--- config.mk ---
export PLATFORM = sky130hd
export DESIGN_NAME = tau_top
export DESIGN_NICKNAME = d
export VERILOG_FILES = /design/src/design/tau_pkg.sv /design/src/design/tau_if.sv /design/src/design/addr_gen.sv /design/src/design/block_looper.sv /design/src/design/dram_reader.sv /design/src/design/tau_top.sv /design/src/design/tile_writer.sv
export VERILOG_INCLUDE_DIRS = /design/src /design/src/design
export SDC_FILE = /design/constraint.sdc
export NUM_CORES = 1
export LEC_CHECK = 0
export BUFFER_PORTS_ARGS = -buffer_cell sky130_fd_sc_hd__buf_4
export CAP_MARGIN = 20
export CORE_MARGIN = 4
export CORE_UTILIZATION = 43
export CTS_CLUSTER_SIZE = 14
export DETAILED_ROUTE_END_ITERATION = 12
export GPL_TIMING_DRIVEN = 0
export PLACE_DENSITY = 0.71
export SLEW_MARGIN = 30
export SYNTH_ARGS = -nofsm -noshare
export SYNTH_HDL_FRONTEND = slang
export SYNTH_SLANG_ARGS = --single-unit
--- constraint.sdc ---
create_clock -name i_clk -period 9.9 [get_ports i_clk]
set_clock_uncertainty 0.15 [all_clocks]
set_input_delay 0.495 -clock i_clk [delete_from_list [all_inputs] [get_ports i_clk]]
set_output_delay 0.495 -clock i_clk [all_outputs]
set_load 0.005 [all_outputs]
--- src/design/tau_defines.svh ---
// ==========================================================
// global widths and sizes for the tile unit datapath
// word, DRAM address, grid coordinate, words per line
// ==========================================================

`ifndef TAU_DEFINES_SVH
`define TAU_DEFINES_SVH

// ==========================================================
// datapath widths
// ==========================================================
`define TAU_DBW   16 // one data word
`define TAU_GBW   16 // DRAM line address
`define TAU_WBW   8  // grid coordinate / step

// cache line geometry
`define TAU_CSIZE 4  // words per line

`endif

--- src/design/tau_pkg.sv ---
// ==========================================================
// shared vector typedefs and FSM state enums
// ==========================================================

`include "tau_defines.svh"

package tau_pkg;

	typedef logic [`TAU_DBW-1:0]            data_t;
	typedef logic [`TAU_GBW-1:0]            gaddr_t;
	typedef logic [`TAU_WBW-1:0]            work_t;
	typedef logic [`TAU_CSIZE*`TAU_DBW-1:0] line_t;  // word 0 in low bits
	typedef logic [`TAU_CSIZE-1:0]          mask_t;  // one write enable per word

	// block looper job control
	typedef enum logic [1:0] {L_IDLE, L_RUN, L_DRAIN} looper_state_e;

	// dram reader, one outstanding read
	typedef enum logic [1:0] {R_IDLE, R_REQ, R_WAIT} reader_state_e;

	typedef enum logic {W_IDLE, W_WRITE} writer_state_e;

endpackage

--- src/design/tau_if.sv ---
// ==========================================================
// rdy/ack channels between pipeline stages
//   blk_if  : block offset from the looper
//   line_if : addresses, mask and line data
// ==========================================================

`timescale 1ns/1ps

interface blk_if;
	logic           rdy;
	logic           ack;
	tau_pkg::work_t ofs_x;
	tau_pkg::work_t ofs_y;

	modport src (output rdy, ofs_x, ofs_y, input ack);
	modport dst (input rdy, ofs_x, ofs_y, output ack);
endinterface

interface line_if;
	logic            rdy;
	logic            ack;
	tau_pkg::gaddr_t wr_addr;
	tau_pkg::mask_t  mask;
	tau_pkg::gaddr_t rd_addr; // only meaningful before the read
	tau_pkg::line_t  data;    // only meaningful after the read

	modport src (
		output rdy, wr_addr, mask, rd_addr, data,
		input  ack
	);
	modport dst (
		input  rdy, wr_addr, mask, rd_addr, data,
		output ack
	);
endinterface

--- src/design/addr_gen.sv ---
// ==========================================================
// address generator
//   block offset -> read/write line address and
//   boundary write mask, one-entry output slot
// ==========================================================

`include "tau_defines.svh"
`timescale 1ns/1ps

module addr_gen (
	input  logic            i_clk,
	input  logic            i_rst_n,
	input  tau_pkg::gaddr_t i_rd_base,
	input  tau_pkg::gaddr_t i_wr_base,
	input  tau_pkg::gaddr_t i_row_pitch,
	input  tau_pkg::work_t  i_bgrid_end_x,
	blk_if.dst              i_blk,
	line_if.src             o_line
);
	import tau_pkg::*;

	logic              vld;
	logic              in_xfer;
	gaddr_t            blk_ofs;  // ofs_y * pitch + ofs_x
	mask_t             mask_d;
	logic [`TAU_WBW:0] col;

	// take a new block when the slot is empty or draining this cycle
	assign i_blk.ack = i_blk.rdy & (~vld | o_line.ack);
	assign in_xfer   = i_blk.rdy & i_blk.ack;

	assign blk_ofs = gaddr_t'(i_blk.ofs_y) * i_row_pitch + gaddr_t'(i_blk.ofs_x);

	always_comb begin
		mask_d = '0;
		col    = '0;
		for (int k = 0; k < `TAU_CSIZE; k++) begin
			col       = {1'b0, i_blk.ofs_x} + (`TAU_WBW+1)'(k);
			mask_d[k] = col < {1'b0, i_bgrid_end_x}; // clear words past the x end
		end
	end

	assign o_line.rdy  = vld;
	assign o_line.data = '0; // no line data before the read

	always_ff @(posedge i_clk or negedge i_rst_n) begin
		if (!i_rst_n) begin
			vld <= 1'b0;
		end else if (in_xfer) begin
			vld <= 1'b1;
		end else if (o_line.ack) begin
			vld <= 1'b0;
		end
	end

	always_ff @(posedge i_clk) begin
		if (in_xfer) begin
			o_line.rd_addr <= i_rd_base + blk_ofs;
			o_line.wr_addr <= i_wr_base + blk_ofs;
			o_line.mask    <= mask_d;
		end
	end

endmodule

--- src/design/block_looper.sv ---
// ==========================================================
// block looper
//   job handshake, 2-d grid walk with x innermost,
//   in-flight block count and job completion
// ==========================================================

`include "tau_defines.svh"
`timescale 1ns/1ps

module block_looper (
	input  logic           i_clk,
	input  logic           i_rst_n,
	input  logic           i_src_rdy,
	output logic           o_src_ack,
	input  tau_pkg::work_t i_bgrid_step_x,
	input  tau_pkg::work_t i_bgrid_step_y,
	input  tau_pkg::work_t i_bgrid_end_x,
	input  tau_pkg::work_t i_bgrid_end_y,
	input  logic           i_blk_done,
	blk_if.src             o_blk
);
	import tau_pkg::*;

	looper_state_e     state;
	logic [2:0]        n_inflight; // issued but not yet written back
	logic [`TAU_WBW:0] nx_sum;     // one extra bit so the compare cannot wrap
	logic [`TAU_WBW:0] ny_sum;
	logic              xfer;
	logic              row_end;
	logic              last_blk;

	assign xfer     = o_blk.rdy & o_blk.ack;
	assign nx_sum   = {1'b0, o_blk.ofs_x} + {1'b0, i_bgrid_step_x};
	assign ny_sum   = {1'b0, o_blk.ofs_y} + {1'b0, i_bgrid_step_y};
	assign row_end  = nx_sum >= {1'b0, i_bgrid_end_x};
	assign last_blk = row_end && (ny_sum >= {1'b0, i_bgrid_end_y});

	assign o_blk.rdy = (state == L_RUN);
	assign o_src_ack = (state == L_DRAIN) && (n_inflight == '0); // one cycle, then IDLE

	// ==========================================================
	// job control
	// ==========================================================
	always_ff @(posedge i_clk or negedge i_rst_n) begin
		if (!i_rst_n) begin
			state <= L_IDLE;
		end else begin
			case (state)
				L_IDLE:  if (i_src_rdy) state <= L_RUN;
				L_RUN:   if (xfer && last_blk) state <= L_DRAIN;
				L_DRAIN: if (n_inflight == '0) state <= L_IDLE;
				default: state <= L_IDLE;
			endcase
		end
	end

	always_ff @(posedge i_clk or negedge i_rst_n) begin
		if (!i_rst_n) begin
			n_inflight <= '0;
		end else begin
			case ({xfer, i_blk_done})
				2'b10:   n_inflight <= n_inflight + 3'd1;
				2'b01:   n_inflight <= n_inflight - 3'd1;
				default: n_inflight <= n_inflight; // both or neither
			endcase
		end
	end

	// grid walk, restarts at the origin while idle
	always_ff @(posedge i_clk) begin
		if (state == L_IDLE) begin
			o_blk.ofs_x <= '0;
			o_blk.ofs_y <= '0;
		end else if (xfer) begin
			if (row_end) begin
				o_blk.ofs_x <= '0;
				o_blk.ofs_y <= ny_sum[`TAU_WBW-1:0];
			end else begin
				o_blk.ofs_x <= nx_sum[`TAU_WBW-1:0];
			end
		end
	end

endmodule

--- src/design/dram_reader.sv ---
// ==========================================================
// DRAM reader
//   sends the read address, waits for the line and
//   hands it on with write address and mask
// ==========================================================

`timescale 1ns/1ps

module dram_reader (
	input  logic            i_clk,
	input  logic            i_rst_n,
	line_if.dst             i_line,
	line_if.src             o_line,
	output logic            o_dramra_rdy,
	input  logic            i_dramra_ack,
	output tau_pkg::gaddr_t o_dramra,
	input  logic            i_dramrd_rdy,
	output logic            o_dramrd_ack,
	input  tau_pkg::line_t  i_dramrd
);
	import tau_pkg::*;

	reader_state_e state;
	gaddr_t        rd_addr;
	logic          out_vld;
	logic          in_xfer;
	logic          rd_done;

	// only one item per stage, so wait for the output slot to drain
	assign i_line.ack = i_line.rdy && (state == R_IDLE) && (!out_vld || o_line.ack);
	assign in_xfer    = i_line.rdy & i_line.ack;

	assign o_dramra_rdy = (state == R_REQ);
	assign o_dramra     = rd_addr;
	assign o_dramrd_ack = (state == R_WAIT) && i_dramrd_rdy;
	assign rd_done      = o_dramrd_ack;

	assign o_line.rdy     = out_vld;
	assign o_line.rd_addr = rd_addr;

	// ==========================================================
	// read sequencing
	// ==========================================================
	always_ff @(posedge i_clk or negedge i_rst_n) begin
		if (!i_rst_n) begin
			state <= R_IDLE;
		end else begin
			case (state)
				R_IDLE:  if (in_xfer) state <= R_REQ;
				R_REQ:   if (i_dramra_ack) state <= R_WAIT;
				R_WAIT:  if (rd_done) state <= R_IDLE;
				default: state <= R_IDLE;
			endcase
		end
	end

	always_ff @(posedge i_clk or negedge i_rst_n) begin
		if (!i_rst_n) begin
			out_vld <= 1'b0;
		end else if (rd_done) begin
			out_vld <= 1'b1;
		end else if (o_line.ack) begin
			out_vld <= 1'b0;
		end
	end

	always_ff @(posedge i_clk) begin
		if (in_xfer) begin
			rd_addr        <= i_line.rd_addr;
			o_line.wr_addr <= i_line.wr_addr;
			o_line.mask    <= i_line.mask;
		end
		if (rd_done) o_line.data <= i_dramrd; // returned line, in order
	end

endmodule

--- src/design/tau_top.sv ---
// ==========================================================
// single-cluster tile unit top
//   looper -> address gen -> DRAM reader -> writer,
//   plain ports for job config and the DRAM channels
// ==========================================================

`timescale 1ns/1ps

module tau_top (
	input  logic            i_clk,
	input  logic            i_rst_n,
	// job handshake and config, stable while i_src_rdy
	input  logic            i_src_rdy,
	output logic            o_src_ack,
	input  tau_pkg::work_t  i_bgrid_step_x,
	input  tau_pkg::work_t  i_bgrid_step_y,
	input  tau_pkg::work_t  i_bgrid_end_x,
	input  tau_pkg::work_t  i_bgrid_end_y,
	input  tau_pkg::gaddr_t i_rd_base,
	input  tau_pkg::gaddr_t i_wr_base,
	input  tau_pkg::gaddr_t i_row_pitch,
	input  tau_pkg::data_t  i_const,
	// DRAM read address
	output logic            o_dramra_rdy,
	input  logic            i_dramra_ack,
	output tau_pkg::gaddr_t o_dramra,
	// DRAM read data
	input  logic            i_dramrd_rdy,
	output logic            o_dramrd_ack,
	input  tau_pkg::line_t  i_dramrd,
	// DRAM write
	output logic            o_dramw_rdy,
	input  logic            i_dramw_ack,
	output tau_pkg::gaddr_t o_dramwa,
	output tau_pkg::line_t  o_dramwd,
	output tau_pkg::mask_t  o_dramw_mask
);

	// ==========================================================
	// stage channels
	// ==========================================================
	blk_if  blk_ch ();
	line_if ag2rd ();  // addresses and mask only
	line_if rd2wr ();  // line data with write address

	logic blk_done;

	block_looper u_looper (
		.i_clk          (i_clk),
		.i_rst_n        (i_rst_n),
		.i_src_rdy      (i_src_rdy),
		.o_src_ack      (o_src_ack),
		.i_bgrid_step_x (i_bgrid_step_x),
		.i_bgrid_step_y (i_bgrid_step_y),
		.i_bgrid_end_x  (i_bgrid_end_x),
		.i_bgrid_end_y  (i_bgrid_end_y),
		.i_blk_done     (blk_done),
		.o_blk          (blk_ch.src)
	);

	addr_gen u_agen (
		.i_clk         (i_clk),
		.i_rst_n       (i_rst_n),
		.i_rd_base     (i_rd_base),
		.i_wr_base     (i_wr_base),
		.i_row_pitch   (i_row_pitch),
		.i_bgrid_end_x (i_bgrid_end_x),
		.i_blk         (blk_ch.dst),
		.o_line        (ag2rd.src)
	);

	dram_reader u_reader (
		.i_clk        (i_clk),
		.i_rst_n      (i_rst_n),
		.i_line       (ag2rd.dst),
		.o_line       (rd2wr.src),
		.o_dramra_rdy (o_dramra_rdy),
		.i_dramra_ack (i_dramra_ack),
		.o_dramra     (o_dramra),
		.i_dramrd_rdy (i_dramrd_rdy),
		.o_dramrd_ack (o_dramrd_ack),
		.i_dramrd     (i_dramrd)
	);

	tile_writer u_writer (
		.i_clk        (i_clk),
		.i_rst_n      (i_rst_n),
		.i_const      (i_const),
		.i_line       (rd2wr.dst),
		.o_dramw_rdy  (o_dramw_rdy),
		.i_dramw_ack  (i_dramw_ack),
		.o_dramwa     (o_dramwa),
		.o_dramwd     (o_dramwd),
		.o_dramw_mask (o_dramw_mask),
		.o_blk_done   (blk_done)
	);

endmodule

--- src/design/tile_writer.sv ---
// ==========================================================
// tile writer
//   adds the job constant to every word and issues the
//   masked line write, pulses block done on the write
// ==========================================================

`include "tau_defines.svh"
`timescale 1ns/1ps

module tile_writer (
	input  logic            i_clk,
	input  logic            i_rst_n,
	input  tau_pkg::data_t  i_const,
	line_if.dst             i_line,
	output logic            o_dramw_rdy,
	input  logic            i_dramw_ack,
	output tau_pkg::gaddr_t o_dramwa,
	output tau_pkg::line_t  o_dramwd,
	output tau_pkg::mask_t  o_dramw_mask,
	output logic            o_blk_done
);
	import tau_pkg::*;

	writer_state_e state;
	line_t         sum;
	logic          in_xfer;

	assign o_dramw_rdy = (state == W_WRITE);
	assign o_blk_done  = o_dramw_rdy & i_dramw_ack;

	// a new line may enter while the current write completes
	assign i_line.ack = i_line.rdy & ((state == W_IDLE) | o_blk_done);
	assign in_xfer    = i_line.rdy & i_line.ack;

	// ==========================================================
	// per-word add, wraps at the word width
	// ==========================================================
	always_comb begin
		for (int k = 0; k < `TAU_CSIZE; k++) begin
			sum[k*`TAU_DBW +: `TAU_DBW] = i_line.data[k*`TAU_DBW +: `TAU_DBW] + i_const;
		end
	end

	always_ff @(posedge i_clk or negedge i_rst_n) begin
		if (!i_rst_n) begin
			state <= W_IDLE;
		end else begin
			case (state)
				W_IDLE: begin
					if (in_xfer) state <= W_WRITE;
				end
				W_WRITE: begin
					if (o_blk_done && !in_xfer) state <= W_IDLE; // else refilled
				end
				default: state <= W_IDLE;
			endcase
		end
	end

	// write payload, held until the DRAM takes it
	always_ff @(posedge i_clk) begin
		if (in_xfer) begin
			o_dramwa     <= i_line.wr_addr;
			o_dramwd     <= sum;
			o_dramw_mask <= i_line.mask;
		end
	end

endmodule

-- Word-level counts from Yosys, hierarchy flattened
Cells that the tools add are included.
- flip-flop bits (word level): 246
- bits of input ports: 166
- output and inout port bits: 104
- logic and storage cells: 97
- add/subtract/negate cells: 14
- multiply operators: 1
- magnitude comparators: 6
- equality and inequality tests: 12
- mux-type cells: 17
- bitwise logic cells: 10
- reduce and logical (&&, ||, !) cells: 19
- operators with widths (kind ; count):
    $add 16x16->16 ; 6
    $lt 9x8->1 ; 3
    $add 8x2->9 const B ; 2
    $add 8x8->9 ; 2
    $ge 9x8->1 ; 2
    $add 16x8->16 ; 1
    $mul 8x16->16 ; 1
    $mux 2 ; 6
    $pmux 2 s3 ; 2
    $add 8x1->9 const B ; 1
    $lt 8x8->1 ; 1
    $mux 8 ; 1
    $ne 2x2->1 const B ; 4
    $logic_and 1x1->1 ; 7
    $and 1x1->1 ; 6
    $eq 2x1->1 const B ; 3
    $eq 2x2->1 const B ; 3
    $mux 1 ; 6
    $pmux 3 s2 ; 1
    $reduce_and 3->1 ; 2
    $reduce_bool 2->1 ; 3
    $logic_not 2->1 ; 2
    $ne 2x1->1 const B ; 2
    $add 3x1->3 const B ; 1
    other kinds (8) ; 11

-- Longest topological paths before layout
- depth in word-level cells: 11
- gate-level depth with buffers: 27
- depth with buffers taken out: 26

-- Modules after synthesis
Synthesis repeated with hierarchy kept, for this count alone.
- cell total of the unflattened synthesis: 1509
- area, all modules: 17281.6 µm²
- by module, submodules not included (module ; instances ; cells each ; area each (µm²) ; seq. area each (µm²)):
    addr_gen ; 1 ; 744 ; 6957.9 ; 1106.1
    tile_writer ; 1 ; 432 ; 5177.5 ; 2547.4
    dram_reader ; 1 ; 133 ; 3284.4 ; 3078.0
    block_looper ; 1 ; 200 ; 1861.8 ; 445.4

-- Least setup slack after synthesis
Ideal clock, no wire load.
- path kind: register to register
- start: reg u_looper.o_blk.ofs_x[4]
- end: reg u_agen.o_line.wr_addr[15] (data pin)
- arrival: 5.714 ns
- data required time: 9.481 ns
- path slack: 3.767 ns
- cell stages (with the launch flop): 24
- path buffers: 1
- clock period less this slack: 6.133 ns
- cell sequence: dfxtp_1 -> clkbuf_1 -> inv_1 -> fa_1 -> inv_1 -> fa_1 -> ha_1 -> inv_1 -> fa_1 -> inv_1 -> ha_1 -> a21o_1 -> a21oi_1 -> nor2b_1 -> or4_1 -> a31oi_1 -> o21ai_0 -> xnor2_1 -> ha_1 -> and2_1 -> a22o_1 -> a211o_1 -> a21oi_1 -> xor3_1
- word-level cells in the longest chain between the ends: 2
- RTL lines (what ; line ; text):
    from (decl) ; tau_if.sv:15 ; modport src (output rdy, ofs_x, ofs_y, input ack);
    from (signal assigned) ; block_looper.sv:79 ; o_blk.ofs_x <= nx_sum[`TAU_WBW-1:0];
    $add 16x8->16 ; addr_gen.sv:32 ; assign blk_ofs = gaddr_t'(i_blk.ofs_y) * i_row_pitch + gaddr_t'(i_blk.ofs_x);
    $add 16x16->16 ; addr_gen.sv:59 ; o_line.wr_addr <= i_wr_base + blk_ofs;
    to (signal assigned) ; addr_gen.sv:59 ;
    to (decl) ; tau_if.sv:28 ; output rdy, wr_addr, mask, rd_addr, data,
No other way between the ends.
A chain may end at the register's enable or synchronous reset.

-- Worst setup path in the final report
- start: reg u_looper.o_blk.ofs_y[1]
- end: reg u_agen.o_line.wr_addr[15] (data pin)
- word-level cells in the longest chain between the ends: 3
- RTL lines (what ; line ; text):
    from (decl) ; tau_if.sv:15 ;
    from (signal assigned) ; block_looper.sv:77 ; o_blk.ofs_y <= ny_sum[`TAU_WBW-1:0];
    $mul 8x16->16 ; addr_gen.sv:32 ;
    $add 16x8->16 ; addr_gen.sv:32 ;
    $add 16x16->16 ; addr_gen.sv:59 ;
No other way between the ends.

==> run metrics <==
status complete, no violations; EDFF count, synth 220; Design Area, Final 21,000 um2; router iterations before antenna repair 7; DP Wirelength 32,900 um; met3 routed WL 2740 um; Yosys cell types 64; leakage 9.32 nW; met2 wire length 20,900 um; Primary FF master, synth edfxtp_1; sequential area share after synthesis 43.3%; Area growth syn-to-layout 26.8%; Placed Area 19,300 um2; layout cells sized above 1 19.0%; Final #Nets 2,250; mean routed wirelength per cell 17.7 um; period utilization 70.8%; wl on met1 16,700 um; Avg Cell Area, Syn 11.4 um2; Final Max Tran Viols 0; unrepaired setup endpoints after global routing false; Root Driver clkbuf_16; Worst Path Max Fanout 10; CP Buf/Inv Count 4; H-tree levels 1; WL final 41,800 um; Setup Buffers After CTS 0; crit path launch type register; vias per cell 5.18; Max IR drop VDD 0.000212 V; cell count after synthesis 1,448; Tot Pwr 0.00691 W; post_cts resized 0; worst path cell trace clkbuf_1 -> nand2_1 -> fa_1 -> inv_1 -> fa_1 -> ha_1 -> inv_1 -> fa_1 -> inv_1 -> ha_1 -> a21o_1 -> a21oi_1 -> nor2b_1 -> or4_1 -> a31oi_1 -> o21ai_0 -> xnor2_1 -> ha_1 -> and2_1 -> a22o_1 -> a211o_1 -> a21oi_1 -> xor3_1; Final Hold Vio Count 0; Core Rows 71; die area 41,700 um2; post-synthesis net count 1,879; IO Pins 270; Clk Latency, worst-skew pair 550 ps; worst hold stages 3; most frequent cells in the layout 269 x buf_4, 220 x edfxtp_1, 189 x ha_1, 157 x inv_1, 102 x xnor2_1; pre-CTS setup slack 2890 ps; Worst R2R Path Depth 23; Final Non-Filler Cells 2,354; Total GRT Usage 19.9%; number of global-route vias before repair 12,869; commonest non-fill, non-tap cell in the layout buf_4; WS Path Type register to register; Clock transition at path regs 70 ps; Worst path max stage delay 590 ps; hold crit path type input pin to register; CP top delay family adder cells; PortBufs 269; post-synthesis cell area 16,600 um2; Core ar. 37,800 um2; max cap viols 0; Setup Total Neg Slack 0 ps; Critical Path RT 10,030 ps; CTS Sinks 246; Die Ht 204 um; max layer used met5; min Tclk post-route 7010 ps; Setup violations, final 0; Vias 12,184; Placed Cells 2,232; Yosys top cell area share 39.9%; Critical-path top delay cell fa_1; post-route ant nets 0; fillcell total 3,237; gpl congestion 0.898; Starting DRT DRC Count 611; worst-margin pin slew 1050 ps; pwr dens 329 nW/um2; Ys Warns 0; top post-synthesis cells by area edfxtp_1 40%, ha_1 14%, fa_1 9.2%, xnor2_1 5.4%, inv_1 3.6%; Initial Utilization 43.8%; asr flop ratio synth 4.07%; #FFs+latches synth 246; setup ws final 2890 ps; cts bufs inserted 28; CTS Buffer Depth 3; antenna violations before repair 5; pin count of the biggest net entering global routing 48; first-pass GRT wire length 66,500 um; Slew headroom 28.5%; Stages on worst setup path 23; Achievable Freq 0.143 GHz; Die Wd 204 um; CTS tree done; data arrival time of the critical path 7150 ps; GRT overflow 0; Post-route DRC 0; hold bufs inserted after CTS 68; Synth area leader edfxtp_1; CP Capture Type register
routing by layer:
metal	vias to the layer above	global-route usage, %
met2	377	35.8
met5	-	0
met1	5842	24.0
met4	6	6.56
li1	5868	-
met3	91	3.57
per-stage QoR:
step | utilization, % | hold WS [ps]
4_1_cts | 55.5 | 56.5
3_3_place_gp | 50.8 | 179
3_5_place_dp | 51.1 | 184
2_1_floorplan | - | 49.4
5_1_grt | 55.5 | 75.8
6_report | 55.5 | 84.9
logic make-up (layout without fill, tap and decap cells):
| logic type | after synthesis | in the layout | synth area share (%) |
|---|---|---|---|
| xor+xnor | 138 | 138 | 7.48 |
| buf+inv | 178 | 571 | 4.04 |
| other cells | 0 | 2 | 0 |
| mux | 1 | 1 | 0.0605 |
| fa+ha+maj | 265 | 265 | 23.5 |
| flops | 246 | 246 | 43.3 |
| compound gates | 285 | 285 | 11.4 |
| simple gates | 335 | 335 | 10.2 |
worst reg2reg max path, stage by stage (launching register included):
cell	delay, ps
dfxtp_1	570
clkbuf_1	450
nand2_1	140
fa_1	520
inv_1	50
fa_1	450
ha_1	290
inv_1	50
fa_1	590
inv_1	60
ha_1	280
a21o_1	190
a21oi_1	270
nor2b_1	100
or4_1	460
a31oi_1	280
o21ai_0	140
xnor2_1	380
ha_1	320
and2_1	150
a22o_1	190
a211o_1	280
a21oi_1	160
xor3_1	240
synthesized netlist by cell type (all sizes together) (3+ instances only):
cell type,n
dfrtp,10
and3,6
nand2,78
a22oi,8
o31ai,5
a211o,4
nor2b,18
a21boi,3
or3,5
xor2,33
dfxtp,16
nor3,33
and4,3
nand3,28
o211ai,3
o41ai,3
clkbuf,18
inv,158
a2111oi,6
ha,189
xnor2,104
a21o,46
a31oi,9
o21ai,44
a311oi,3
a21oi,86
and2,71
a211oi,7
a31o,6
edfxtp,220
nor2,61
nand2b,26
o21a,18
fa,76
o21bai,17
final cells by class:
| cell class | count | area [um2] | area share, % |
|---|---|---|---|
| multi-input cells | 1024 | 8720 | 41.6 |
| flip-flops and latches | 246 | 7180 | 34.2 |
| diodes | 2 | 5.00 | 0.0238 |
| clock buffers | 32 | 767 | 3.65 |
| well taps | 511 | 639 | 3.05 |
| repair buffers | 341 | 2810 | 13.4 |
| clock inverters | 20 | 198 | 0.942 |
| inverters | 158 | 593 | 2.83 |
| plain buffers | 20 | 80.1 | 0.381 |
power breakdown:
part / leakage, nW / total (W) / switching (W) / internal [W]
logic: 6.57 / 0.00401 / 0.00225 / 0.00176
registers: 2.28 / 0.00184 / 0.000121 / 0.00172
clock network: 0.477 / 0.00107 / 0.000429 / 0.000637
sequential cells by signal, summed over array words and instances (netlist names), 2 cells and up:
name,cells
u_agen.o_line.mask,4
u_agen.o_line.rd_addr,16
u_agen.o_line.wr_addr,16
u_looper.n_inflight,3
u_looper.o_blk.ofs_x,8
u_looper.o_blk.ofs_y,8
u_looper.state,2
u_reader.o_dramra,16
u_reader.o_line.data,64
u_reader.o_line.mask,4
u_reader.o_line.wr_addr,16
u_reader.state,2
u_writer.o_dramw_mask,4
u_writer.o_dramwa,16
u_writer.o_dramwd,64
worst paths after layout:
kind,start,end,slack (ps)
hold / removal,i_src_rdy,u_looper.state[0],80
min in group asynchronous,i_rst_n,u_reader.state[1],160
setup reg to reg,u_looper.o_blk.ofs_y[1],u_agen.o_line.wr_addr[15],2890
max in group asynchronous,i_rst_n,u_writer.o_dramw_rdy,9290
setup / recovery,u_looper.o_blk.ofs_y[1],u_agen.o_line.wr_addr[15],2890
hold reg to reg,u_reader.o_line.wr_addr[2],u_writer.o_dramwa[2],270
Note: power is estimated with default switching activity, not from simulation.
